`src/include/trim_settings.svh`:
```
// Oscillator trim settings: code and period widths, loop target, first step, synchronizer depth.
`ifndef TRIM_SETTINGS_SVH
`define TRIM_SETTINGS_SVH

// ========================================
// widths.
// ========================================
`define TRIM_WIDTH 7
`define PERIOD_WIDTH 9

// ========================================
// trim loop.
// ========================================
// system cycles wanted per reference period.
`define TRIM_TARGET_PERIOD 255
`define TRIM_STEP_INIT 15
`define TRIM_RESET_CODE 64

// flops in the reference clock synchronizer.
`define SYNC_STAGES 2

`endif

```
`src/logic/trim_pkg.sv`:
```
// Oscillator trim types: trim code, measured period, step size and trim FSM states.
package trim_pkg;

	`include "trim_settings.svh"

	// ========================================
	// payload types.
	// ========================================

	// code applied to the oscillator.
	typedef logic [`TRIM_WIDTH-1:0] trim_code_t;

	// system cycles between two reference edges.
	typedef logic [`PERIOD_WIDTH-1:0] period_t;

	// adjustment applied per measurement, 15 down to 1.
	typedef logic [3:0] step_t;

	// ========================================
	// trim FSM.
	// ========================================
	typedef enum logic [1:0] {
		IDLE,
		START,
		TRIMMING,
		STOPPED
	} trim_state_e;

endpackage

```
`src/logic/trim_meas_if.sv`:
```
// Period measurement link: one reference period handed from the counter to the trim FSM.
`timescale 1ns/1ps

interface trim_meas_if
	import trim_pkg::*;
	();

	logic valid;
	logic ready;
	period_t period;
	// count ran into its ceiling before the edge came.
	logic saturated;

	modport producer (
		output valid,
		output period,
		output saturated,
		input ready
	);

	modport consumer (
		input valid,
		input period,
		input saturated,
		output ready
	);

endinterface

```
`src/logic/trim_code_if.sv`:
```
// Trim code link: code updates from the trim FSM to the register that holds the code.
`timescale 1ns/1ps

interface trim_code_if
	import trim_pkg::*;
	();

	trim_code_t code;
	trim_code_t next_code;
	// load next_code on the coming edge.
	logic set;
	// a trim is running, host writes are held off.
	logic busy;

	modport controller (
		input code,
		output next_code,
		output set,
		output busy
	);

	modport holder (
		output code,
		input next_code,
		input set,
		input busy
	);

endinterface

```
`src/logic/clkref_sync.sv`:
```
// Reference clock synchronizer: samples the external reference and pulses once per rising edge.
`timescale 1ns/1ps
`include "trim_settings.svh"

module clkref_sync (
	input logic clk_rst,
	input logic rst_n,
	input logic clkref,
	output logic ref_rise
);

	logic [`SYNC_STAGES-1:0] sync_q;
	logic ref_hist;

	// sync_q[0] is the only flop that may go metastable.
	always_ff @(posedge clk_rst or negedge rst_n) begin
		if (!rst_n) begin
			sync_q <= '0;
			ref_hist <= 1'b0;
			ref_rise <= 1'b0;
		end
		else begin
			sync_q <= {sync_q[`SYNC_STAGES-2:0], clkref};
			ref_hist <= sync_q[`SYNC_STAGES-1];
			// registered so the pulse is clean for the counter.
			ref_rise <= sync_q[`SYNC_STAGES-1] & ~ref_hist;
		end
	end

endmodule

```
`src/logic/period_counter.sv`:
```
// Reference period counter: counts system cycles between reference edges and offers each count.
`timescale 1ns/1ps

module period_counter
	import trim_pkg::*;
	(
	input logic clk_rst,
	input logic rst_n,
	input logic ref_rise,
	trim_meas_if.producer meas
);

	period_t cnt_q;

	// ========================================
	// cycle counter and valid flag.
	// ========================================
	always_ff @(posedge clk_rst or negedge rst_n) begin
		if (!rst_n) begin
			cnt_q <= '0;
			meas.valid <= 1'b0;
		end
		else begin
			if (ref_rise) begin
				// the edge cycle itself is the first cycle of the new period.
				cnt_q <= period_t'(1);
				// a pending count is simply replaced.
				meas.valid <= 1'b1;
			end
			else begin
				if (cnt_q != '1) begin
					cnt_q <= cnt_q + period_t'(1);
				end
				if (meas.valid && meas.ready) begin
					meas.valid <= 1'b0;
				end
			end
		end
	end

	// ========================================
	// captured measurement.
	// ========================================
	always_ff @(posedge clk_rst) begin
		if (ref_rise) begin
			meas.period <= cnt_q;
			meas.saturated <= (cnt_q == '1);
		end
	end

endmodule

```
`src/logic/trim_register.sv`:
```
// Trim code register: holds the oscillator code, loaded by the trim FSM or by a host write.
`timescale 1ns/1ps
`include "trim_settings.svh"

module trim_register
	import trim_pkg::*;
	(
	input logic clk_rst,
	input logic rst_n,
	input logic wr_valid,
	input trim_code_t wr_data,
	output logic wr_ready,
	trim_code_if.holder tc
);

	trim_code_t code_q;

	// host is locked out for the whole trim.
	assign wr_ready = ~tc.busy;

	always_ff @(posedge clk_rst or negedge rst_n) begin
		if (!rst_n) begin
			code_q <= trim_code_t'(`TRIM_RESET_CODE);
		end
		else begin
			if (tc.set) begin
				code_q <= tc.next_code;
			end
			else if (wr_valid && wr_ready) begin
				code_q <= wr_data;
			end
		end
	end

	assign tc.code = code_q;

endmodule

```
`src/logic/trim_controller.sv`:
```
// Auto-trim FSM: successive approximation of the trim code with a halving step and saturation.
`timescale 1ns/1ps
`include "trim_settings.svh"

module trim_controller
	import trim_pkg::*;
	(
	input logic clk_rst,
	input logic rst_n,
	input logic auto_trim_enable,
	trim_meas_if.consumer meas,
	trim_code_if.controller tc,
	output logic trim_done
);

	localparam trim_code_t CODE_MAX = '1;
	localparam period_t TARGET = period_t'(`TRIM_TARGET_PERIOD);

	trim_state_e state_q, state_d;
	step_t step_q, step_d;
	logic dir_up_q, dir_up_d;
	logic discard_q, discard_d;

	logic take;
	logic above, below, at_target;
	logic reverse, push_bound;
	step_t step_move;
	trim_code_t step_ext, code_up, code_dn;

	// ========================================
	// measurement decode.
	// ========================================
	assign take = meas.valid & meas.ready;
	assign above = meas.saturated | (meas.period > TARGET);
	assign below = ~above & (meas.period < TARGET);
	assign at_target = ~above & ~below;
	assign reverse = (above & dir_up_q) | (below & ~dir_up_q);
	// pushing against a limit counts like a reversal, so the loop still ends.
	assign push_bound = (above & (tc.code == '0)) | (below & (tc.code == CODE_MAX));

	// a reversal already moves by the halved step.
	assign step_move = (reverse | push_bound) ? (step_q >> 1) : step_q;
	assign step_ext = trim_code_t'(step_move);
	assign code_up = (tc.code > CODE_MAX - step_ext) ? CODE_MAX : tc.code + step_ext;
	assign code_dn = (tc.code < step_ext) ? '0 : tc.code - step_ext;

	// ========================================
	// next state.
	// ========================================
	always_comb begin
		state_d = state_q;
		step_d = step_q;
		dir_up_d = dir_up_q;
		discard_d = discard_q;
		tc.set = 1'b0;
		tc.next_code = tc.code;
		case (state_q)
			IDLE: begin
				if (auto_trim_enable) begin
					state_d = START;
				end
			end
			START: begin
				tc.set = 1'b1;
				tc.next_code = '0;
				step_d = step_t'(`TRIM_STEP_INIT);
				dir_up_d = 1'b1;
				discard_d = 1'b1;
				state_d = TRIMMING;
			end
			TRIMMING: begin
				if (!auto_trim_enable) begin
					state_d = IDLE;
				end
				else if (take) begin
					if (discard_q) begin
						discard_d = 1'b0;
					end
					else if (step_q == step_t'(1) && (at_target || reverse || push_bound)) begin
						state_d = STOPPED;
					end
					else if (at_target) begin
						step_d = step_q >> 1;
					end
					else begin
						tc.set = 1'b1;
						tc.next_code = above ? code_dn : code_up;
						dir_up_d = below;
						step_d = step_move;
						// period running at the update still reflects the old code.
						discard_d = (tc.next_code != tc.code);
					end
				end
			end
			STOPPED: begin
				if (!auto_trim_enable) begin
					state_d = IDLE;
				end
			end
			default: begin
				state_d = IDLE;
			end
		endcase
	end

	always_ff @(posedge clk_rst or negedge rst_n) begin
		if (!rst_n) begin
			state_q <= IDLE;
			step_q <= step_t'(`TRIM_STEP_INIT);
			dir_up_q <= 1'b1;
			discard_q <= 1'b0;
		end
		else begin
			state_q <= state_d;
			step_q <= step_d;
			dir_up_q <= dir_up_d;
			discard_q <= discard_d;
		end
	end

	// ========================================
	// outputs.
	// ========================================
	assign tc.busy = (state_q == START) | (state_q == TRIMMING);
	assign meas.ready = (state_q == START) | (state_q == TRIMMING);
	assign trim_done = (state_q == STOPPED);

endmodule

```
`src/logic/osc_trim_top.sv`:
```
// Oscillator trim subsystem: reference sync, period counter, trim register and auto-trim FSM.
`timescale 1ns/1ps

module osc_trim_top
	import trim_pkg::*;
	(
	input logic clk_rst,
	input logic rst_n,
	input logic clkref,
	input logic auto_trim_enable,
	input logic wr_valid,
	input trim_code_t wr_data,
	output logic wr_ready,
	output trim_code_t trim_osc,
	output logic trim_busy,
	output logic trim_done
);

	logic ref_rise;

	trim_meas_if meas_bus ();
	trim_code_if code_bus ();

	clkref_sync u_clkref_sync (
		.clk_rst (clk_rst),
		.rst_n (rst_n),
		.clkref (clkref),
		.ref_rise (ref_rise)
	);

	period_counter u_period_counter (
		.clk_rst (clk_rst),
		.rst_n (rst_n),
		.ref_rise (ref_rise),
		.meas (meas_bus.producer)
	);

	trim_register u_trim_register (
		.clk_rst (clk_rst),
		.rst_n (rst_n),
		.wr_valid (wr_valid),
		.wr_data (wr_data),
		.wr_ready (wr_ready),
		.tc (code_bus.holder)
	);

	trim_controller u_trim_controller (
		.clk_rst (clk_rst),
		.rst_n (rst_n),
		.auto_trim_enable (auto_trim_enable),
		.meas (meas_bus.consumer),
		.tc (code_bus.controller),
		.trim_done (trim_done)
	);

	assign trim_osc = code_bus.code;
	assign trim_busy = code_bus.busy;

endmodule

```
`config.mk`:
```
export PLATFORM = sky130hd
export DESIGN_NAME = osc_trim_top
export DESIGN_NICKNAME = d
export VERILOG_FILES = /design/src/logic/trim_pkg.sv /design/src/logic/trim_meas_if.sv /design/src/logic/trim_code_if.sv /design/src/logic/clkref_sync.sv /design/src/logic/period_counter.sv /design/src/logic/trim_register.sv /design/src/logic/trim_controller.sv /design/src/logic/osc_trim_top.sv
export VERILOG_INCLUDE_DIRS = /design/src /design/src/include
export SDC_FILE = /design/constraint.sdc
export NUM_CORES = 1
export LEC_CHECK = 0
export ABC_AREA = 1
export BUFFER_PORTS_ARGS = -buffer_cell sky130_fd_sc_hd__buf_2
export CORE_ASPECT_RATIO = 1.25
export CORE_UTILIZATION = 40
export CTS_CLUSTER_SIZE = 8
export DETAILED_ROUTE_END_ITERATION = 12
export GPL_ROUTABILITY_DRIVEN = 0
export PLACE_DENSITY_LB_ADDON = 0.05
export SETUP_SLACK_MARGIN = 0.2
export SLEW_MARGIN = 10
export SYNTH_ARGS = -nofsm -noshare
export SYNTH_HDL_FRONTEND = slang
export SYNTH_SLANG_ARGS = --single-unit
export TNS_END_PERCENT = 20
```
`constraint.sdc`:
```
create_clock -name clk_rst -period 7.9 [get_ports clk_rst]
set_input_delay 1.185 -clock clk_rst [delete_from_list [all_inputs] [get_ports clk_rst]]
set_output_delay 1.185 -clock clk_rst [all_outputs]
set_load 0.05 [all_outputs]
```
## Word level (Yosys, flattened, before mapping)

Cells that the tools add are included.

| word-level totals | value |
|---|---|
| memory bits (read-only) | 0 |
| register bits after elaboration | 39 |
| input bits | 12 |
| latch bits | 0 |
| logic and storage cells | 125 |
| memory bits (writable) | 0 |
| memories | 0 |

| cells by class | value |
|---|---|
| order comparisons | 4 |
| multiply operators | 0 |
| eq/ne operators | 24 |
| $add $sub $neg | 4 |
| reduce and logical (&&, ||, !) cells | 16 |
| mux-type cells | 47 |
| div/mod/pow operators | 0 |
| shift-type cells | 0 |
| bitwise logic cells | 18 |

Operator list:

| operator | number |
|---|---|
| $mux 7 | 10 |
| $mux 4 | 6 |
| $mux 9 | 2 |
| $mux 1 | 17 |
| $ne 3x3->1 const B | 5 |
| $pmux 7 s2 | 1 |
| $mux 2 | 6 |
| $ne 2x2->1 const B | 6 |
| $reduce_and 5->1 | 2 |
| $add 9x1->9 const B | 1 |
| $eq 9x9->1 const B | 1 |
| $gt 9x8->1 const B | 1 |
| $lt 9x8->1 const B | 1 |
| $ne 3x2->1 const B | 3 |
| $ne 9x9->1 const B | 1 |
| $and 1x1->1 | 8 |
| $pmux 2 s4 | 1 |
| $pmux 4 s2 | 1 |
| $reduce_bool 2->1 | 4 |
| $add 7x4->7 | 1 |
| $eq 7x7->1 const B | 1 |
| $gt 7x7->1 | 1 |
| $logic_not 7->1 | 1 |
| $lt 7x4->1 | 1 |
| other kinds (17) | 31 |

## Longest topological paths before layout

| logic depth | value |
|---|---|
| depth in word-level cells | 19 |
| depth in mapped cells | 26 |

## Modules after synthesis

Synthesis repeated with hierarchy kept, for this count alone.

| unflattened totals | value |
|---|---|
| cell total of the unflattened synthesis | 421 |
| area, all modules | 3055.4 sq um |

Modules (own cells, without submodules):

| module | cells each | instances | area an instance (sq um) |
|---|---|---|---|
| trim_controller | 282 | 1 | 1695.4 |
| period_counter | 78 | 1 | 840.8 |
| trim_register | 55 | 1 | 409.1 |
| clkref_sync | 6 | 1 | 110.1 |

## Least setup slack after synthesis

No wires, ideal clock.

| timing path | value |
|---|---|
| path type | flip-flop to flip-flop |
| start | register u_trim_register.code_q[5], in the netlist u_trim_register.tc.code[5] |
| end | register u_trim_register.code_q[6], in the netlist u_trim_register.tc.code[6] |
| cell stages (with the launch flop) | 23 |
| arrival time | 3.121 ns |
| setup time | 0.077 ns |
| slack | 4.702 ns |
| data required time | 7.823 ns |
| period minus slack after synthesis | 3.198 ns |
| path through | dfrtp_1 -> buf_6 -> nand2_1 -> inv_2 -> nand2_1 -> o21ai_1 -> nand3_1 -> nand2_1 -> inv_1 -> o21ai_0 -> ha_1 -> inv_1 -> fa_1 -> nand3b_1 -> nand2_1 -> nand3_1 -> xor2_1 -> o21ai_0 -> nor2_1 -> nand3_1 -> nand2_1 -> nand2_1 -> nand2_1 |

| on the way | value |
|---|---|
| longest elaborated chain between the ends | 16 |
| elaborated cells on any way between the ends | 37 |

Ends and longest elaborated chain:

| item | RTL line | RTL |
|---|---|---|
| start: declaration | trim_register.sv:16 | `trim_code_t code_q;` |
| start signal: assignment | trim_register.sv:23 | `` code_q <= trim_code_t'(`TRIM_RESET_CODE); `` |
| start signal: assignment | trim_register.sv:27 | `code_q <= tc.next_code;` |
| start signal: assignment | trim_register.sv:30 | `code_q <= wr_data;` |
| $eq 7x7->1 or $logic_not 7->1 (tied branches) | trim_controller.sv:39 | `assign push_bound = (above & (tc.code == '0)) \| (below & (tc.code == CODE_MAX));` |
| $and 1x1->1 | trim_controller.sv:39 |  |
| $or 1x1->1 | trim_controller.sv:39 |  |
| $or 1x1->1 | trim_controller.sv:42 | `assign step_move = (reverse \| push_bound) ? (step_q >> 1) : step_q;` |
| $mux 4 | trim_controller.sv:42 |  |
| $sub 1x5->6 | trim_controller.sv:44 | `assign code_up = (tc.code > CODE_MAX - step_ext) ? CODE_MAX : tc.code + step_ext;` |
| $gt 7x7->1 | trim_controller.sv:44 |  |
| $mux 7 | trim_controller.sv:44 |  |
| $mux 7 | trim_controller.sv:87 | `tc.next_code = above ? code_dn : code_up;` |
| $mux 7 | trim_controller.sv:82 | `else if (at_target) begin` |
| $mux 7 | trim_controller.sv:79 | `else if (step_q == step_t'(1) && (at_target \|\| reverse \|\| push_bound)) begin` |
| $mux 7 | trim_controller.sv:76 | `if (discard_q) begin` |
| $mux 7 | trim_controller.sv:75 | `else if (take) begin` |
| $mux 7 | trim_controller.sv:72 | `if (!auto_trim_enable) begin` |
| $pmux 7 s2 | trim_controller.sv:57 | `case (state_q)` |
| $mux 7 | trim_register.sv:26 | `if (tc.set) begin` |

Parallel ways exist; a longest one is shown, timed or not. The select of a mux whose other input is x is not followed.
A chain may end at the register's enable or synchronous reset.

## Worst setup path in the final report

| timing path | value |
|---|---|
| start | register u_trim_register.code_q[5], in the netlist u_trim_register.tc.code[5] |
| end | register u_trim_controller.discard_q |

| on the way | value |
|---|---|
| longest elaborated chain between the ends | 16 |
| elaborated cells on any way between the ends | 24 |

Ends and longest elaborated chain:

| item | RTL line | RTL |
|---|---|---|
| $eq 7x7->1 or $logic_not 7->1 (tied branches) | trim_controller.sv:39 |  |
| $and 1x1->1 | trim_controller.sv:39 |  |
| $or 1x1->1 | trim_controller.sv:39 |  |
| $or 1x1->1 | trim_controller.sv:42 |  |
| $mux 4 | trim_controller.sv:42 |  |
| $sub 1x5->6 | trim_controller.sv:44 |  |
| $gt 7x7->1 | trim_controller.sv:44 |  |
| $mux 7 | trim_controller.sv:44 |  |
| $mux 7 | trim_controller.sv:87 |  |
| $ne 7x7->1 | trim_controller.sv:91 | `discard_d = (tc.next_code != tc.code);` |
| $mux 1 | trim_controller.sv:82 |  |
| $mux 1 (*) | trim_controller.sv:79 |  |
| $mux 1 (*) | trim_controller.sv:76 |  |
| $mux 1 (*) | trim_controller.sv:75 |  |
| $mux 1 (*) | trim_controller.sv:72 |  |
| $pmux 1 s2 (*) | trim_controller.sv:57 |  |
| end signal: assignment | trim_controller.sv:117 | `discard_q <= discard_d;` |
| end: declaration | trim_controller.sv:22 | `logic discard_q, discard_d;` |

Every way passes the cells marked *; elsewhere a longest branch is shown, timed or not. The select of a mux whose other input is x is not followed.

==> impl_metrics.csv <==
group,metric,value,unit
run_status,status,"finished, final reports clean",
finish,multiInputGateArea,1550,um2
sta,worstMarginPinSlew,744,ps
clock_tree,htreeDepth,2,
critical_path,startpoint_type,"flop",
yosys,synth_top_area_cell,"dfrtp_1",
critical_path,max_stage_delay,550,ps
run,max_cap_viol_count,0,
critical_path,rrSetupSlack,4500,ps
critical_path,crit_type,"reg -> reg",
die,coreArea,6690,um2
critical_path,crit_arrival,3570,ps
yosys,synth.yosys.seq_area_share,0.366,
grt,antenna_found_initial,0,
critical_path,endpoint_kind,"flop",
clock_tree,clockBufferDepth,2,
finish,diodes,0,
placed_design,placed_area,3000,um2
sta,fin_crit_sh,0.430,
grt,grt_pass1_wl,11.3,mm
die,start_util,0.422,
yosys,yosys_warnings,0,
route,drtIter0Drc,101,
clock_tree,cts_hold_buf,0,
min_path,hold_path_end,"u_clkref_sync.sync_q[1]$_DFF_PN0_",
die,rows,33,
yosys,ys_ff_latch,39,
sta,slew-limit-headroom,0.504,
route,wl_per_cell,13.3,um
grt,grt_start_max_net_pins,30,
critical_path,crit_top_cell,"nand2_1",
die,dieArea,7400,um2
sta,hold_viol_final,0,
yosys,netlist_top_cells_area,"dfrtp_1 20%, nand2_1 15%, edfxtp_1 11%",
clock_tree,cts_buffers,5,
finish,seq_area,1030,um2
clock_tree,cts_setup_buffers,0,
clock_tree,cts_tree,"done",
min_path,hold_path_class,"reg -> reg",
finish,nNetsFinal,445,
finish,area_growth,10.6,%
sta,rsz0062_at_grt,"false",
grt,grt_overflow,0,
sta,max_clock_freq,0.294,GHz
finish,layout-drive-gt1-share,0.133,
sta,setup_viol,0,
yosys,syn_inst,391,
route,drc,0,
route,drtPass1Iterations,4,
yosys,synth_xor_area_frac,0.00621,
placed_design,numPortBuffers,21,
clock_tree,cts.sinks,39,
sta,fin_crit,3400,ps
critical_path,slowest_stage,"dfrtp_1",
route,drt-total-wl,6.66,mm
grt,grtUsageTotal,0.195,
die,die_w,77.1,um
yosys,netlist_area,2820,um2
route,drt-vias-per-instance,5.00,
finish,fillCellCount,712,
finish,most-common-layout-cells,"116 x nand2_1, 50 x inv_1, 48 x nand3_1",
sta,setup_tns,0,ps
grt,grt_pass1_vias,2462,
finish,fin_area,3120,um2
yosys,syn-num-nets,422,
die,ios,22,
clock_tree,clk_latency,290,ps
route,postRouteAntennaNets,0,
yosys,synth_top_family_by_area,"simple AND/OR/NAND/NOR gates",
yosys,syn_area_per_cell,7.22,um2
critical_path,cp_max_fo,9,
critical_path,required,8080,ps
yosys,yosys.area_share.simple,0.380,
finish,stdcell_count,502,
yosys,synthAdderAreaFrac,0.0896,
die,die_height,95.9,um
clock_tree,clk_pin_slew,80,ps
finish,mostFrequentLayoutCell,"nand2_1",
yosys,synth_compound_area_frac,0.0736,
min_path,hold_depth,0,
sta,drv_slew,0,
sta,fin_ws,4500,ps
placed_design,dp_cells,494,
placed_design,hpwlAfterDp,5.23,mm
yosys,yosysUniqueCellTypes,36,
clock_tree,clock-root-buffer,"clkbuf_8",
clock_tree,cts-resized-gates,0,
critical_path,timing.rr.start,"u_trim_register.tc.code[5]$_DFFE_PN0P_",
placed_design,dpl_worst_slack,4490,ps
critical_path,r2r_cells,22,
critical_path,reg2reg_to,"u_trim_controller.discard_q$_DFFE_PN0P_",
yosys,synth_top_area_frac,0.204,
route,via_count,2511,
yosys,yosys-mux-area-fraction,0,
min_path,min_from,"u_clkref_sync.sync_q[0]$_DFF_PN0_",
critical_path,cp_cell_sequence,"nand2_1 > inv_2 > nand2_1 > o21ai_1 > nand3_1 > nand2_1 > inv_1 > o21ai_0 > ha_1 > inv_1 > fa_1 > nand3b_1 > nand2_1 > nand2_1 > nand2_1 > nand3_1 > nand3_1 > nand2_1 > nor2_1 > nand3_1 > nand2_1 > a21oi_1",
sta,clock_skew,6.66,ps
-- layer usage --
metal,vias to the layer above,GRT usage,part of all wire
met5,-,0,0
li1,1306,-,-
met3,15,0.0227,0.017
met2,40,0.375,0.53
met1,1150,0.216,0.43
met4,0,0.0865,0.030
-- flip-flops by register name, indices dropped and copies added (netlist names) --
register	cells
u_clkref_sync.ref_hist	1
u_clkref_sync.ref_rise	1
u_clkref_sync.sync_q	2
u_period_counter.cnt_q	9
u_period_counter.meas.period	9
u_period_counter.meas.saturated	1
u_period_counter.meas.valid	1
u_trim_controller.dir_up_q	1
u_trim_controller.discard_q	1
u_trim_controller.state_q	2
u_trim_controller.step_q	4
u_trim_register.tc.code	7
-- worst max-delay path: cells and delay by family, from the launching register on --
family,cells,cell delay [ps]
buf+inv,3,240
fa+ha+maj,2,640
flops,1,550
compound gates,3,490
simple gates,14,1360
-- cells by family (layout without fill, tap and decap cells) --
group | after synthesis | in the layout
AOI/OAI and AO/OA | 38 | 38
xor gates and xnor gates | 2 | 2
adders and majority gates | 19 | 19
buffers and inverters | 59 | 83
DFF | 39 | 39
and+or+nand+nor | 234 | 234
-- final cells by class --
cell class,instances,area share
Clock buffer,6,0.0265
Clock inverter,2,0.0112
Inverter,54,0.0650
Multi-Input combinational cell,293,0.497
Sequential cell,39,0.331
Tap cell,87,0.0349
Timing Repair Buffer,21,0.0337
-- per-stage QoR --
step	utilization	hold slack (ps)
after floorplan	-	331
after global placement	0.449	344
after detailed placement	0.449	346
after CTS	0.466	364
after global routing	0.466	366
final	0.466	360
-- Yosys cell counts --
master and number:
a21oi_1 11, a31oi_1 1, buf_2 3, buf_4 1
buf_6 1, dfrtp_1 23, dfstp_2 6, edfxtp_1 10
fa_1 2, ha_1 17, inv_1 50, inv_2 4
nand2_1 116, nand2_2 3, nand2_4 3, nand3_1 48
nand3_2 1, nand3_4 1, nand3b_1 4, nand4_1 4
nand4_2 1, nor2_1 36, nor2_2 2, nor2_4 1
nor2_8 1, nor3_1 9, nor3b_1 1, nor4_1 1
o211ai_1 1, o21a_1 1, o21ai_0 19, o21ai_1 2
o21ai_2 1, o221ai_1 2, or2_2 2, xor2_1 2
-- worst max-delay path by stage --
| stage | start | endpoint | slack, ps | depth (start not counted) |
|---|---|---|---|---|
| 2_1_floorplan | u_trim_register.tc.code[5]$_DFFE_PN0P_ | u_trim_register.tc.code[6]$_DFFE_PN1P_ | 4700 | 22 |
| 3_3_place_gp | u_trim_register.tc.code[5]$_DFFE_PN0P_ | u_trim_controller.discard_q$_DFFE_PN0P_ | 4600 | 22 |
| 3_5_place_dp | u_trim_register.tc.code[5]$_DFFE_PN0P_ | u_trim_controller.discard_q$_DFFE_PN0P_ | 4490 | 22 |
| 4_1_cts | u_trim_register.tc.code[5]$_DFFE_PN0P_ | u_trim_controller.discard_q$_DFFE_PN0P_ | 4480 | 22 |
| 5_1_grt | u_trim_register.tc.code[5]$_DFFE_PN0P_ | u_trim_controller.discard_q$_DFFE_PN0P_ | 4020 | 22 |
| 6_report | u_trim_register.tc.code[5]$_DFFE_PN0P_ | u_trim_controller.discard_q$_DFFE_PN0P_ | 4500 | 22 |
Power is left out: the tool's default activity adds up to more than one toggle a clock period on the data nets, which glitch-free logic cannot reach.
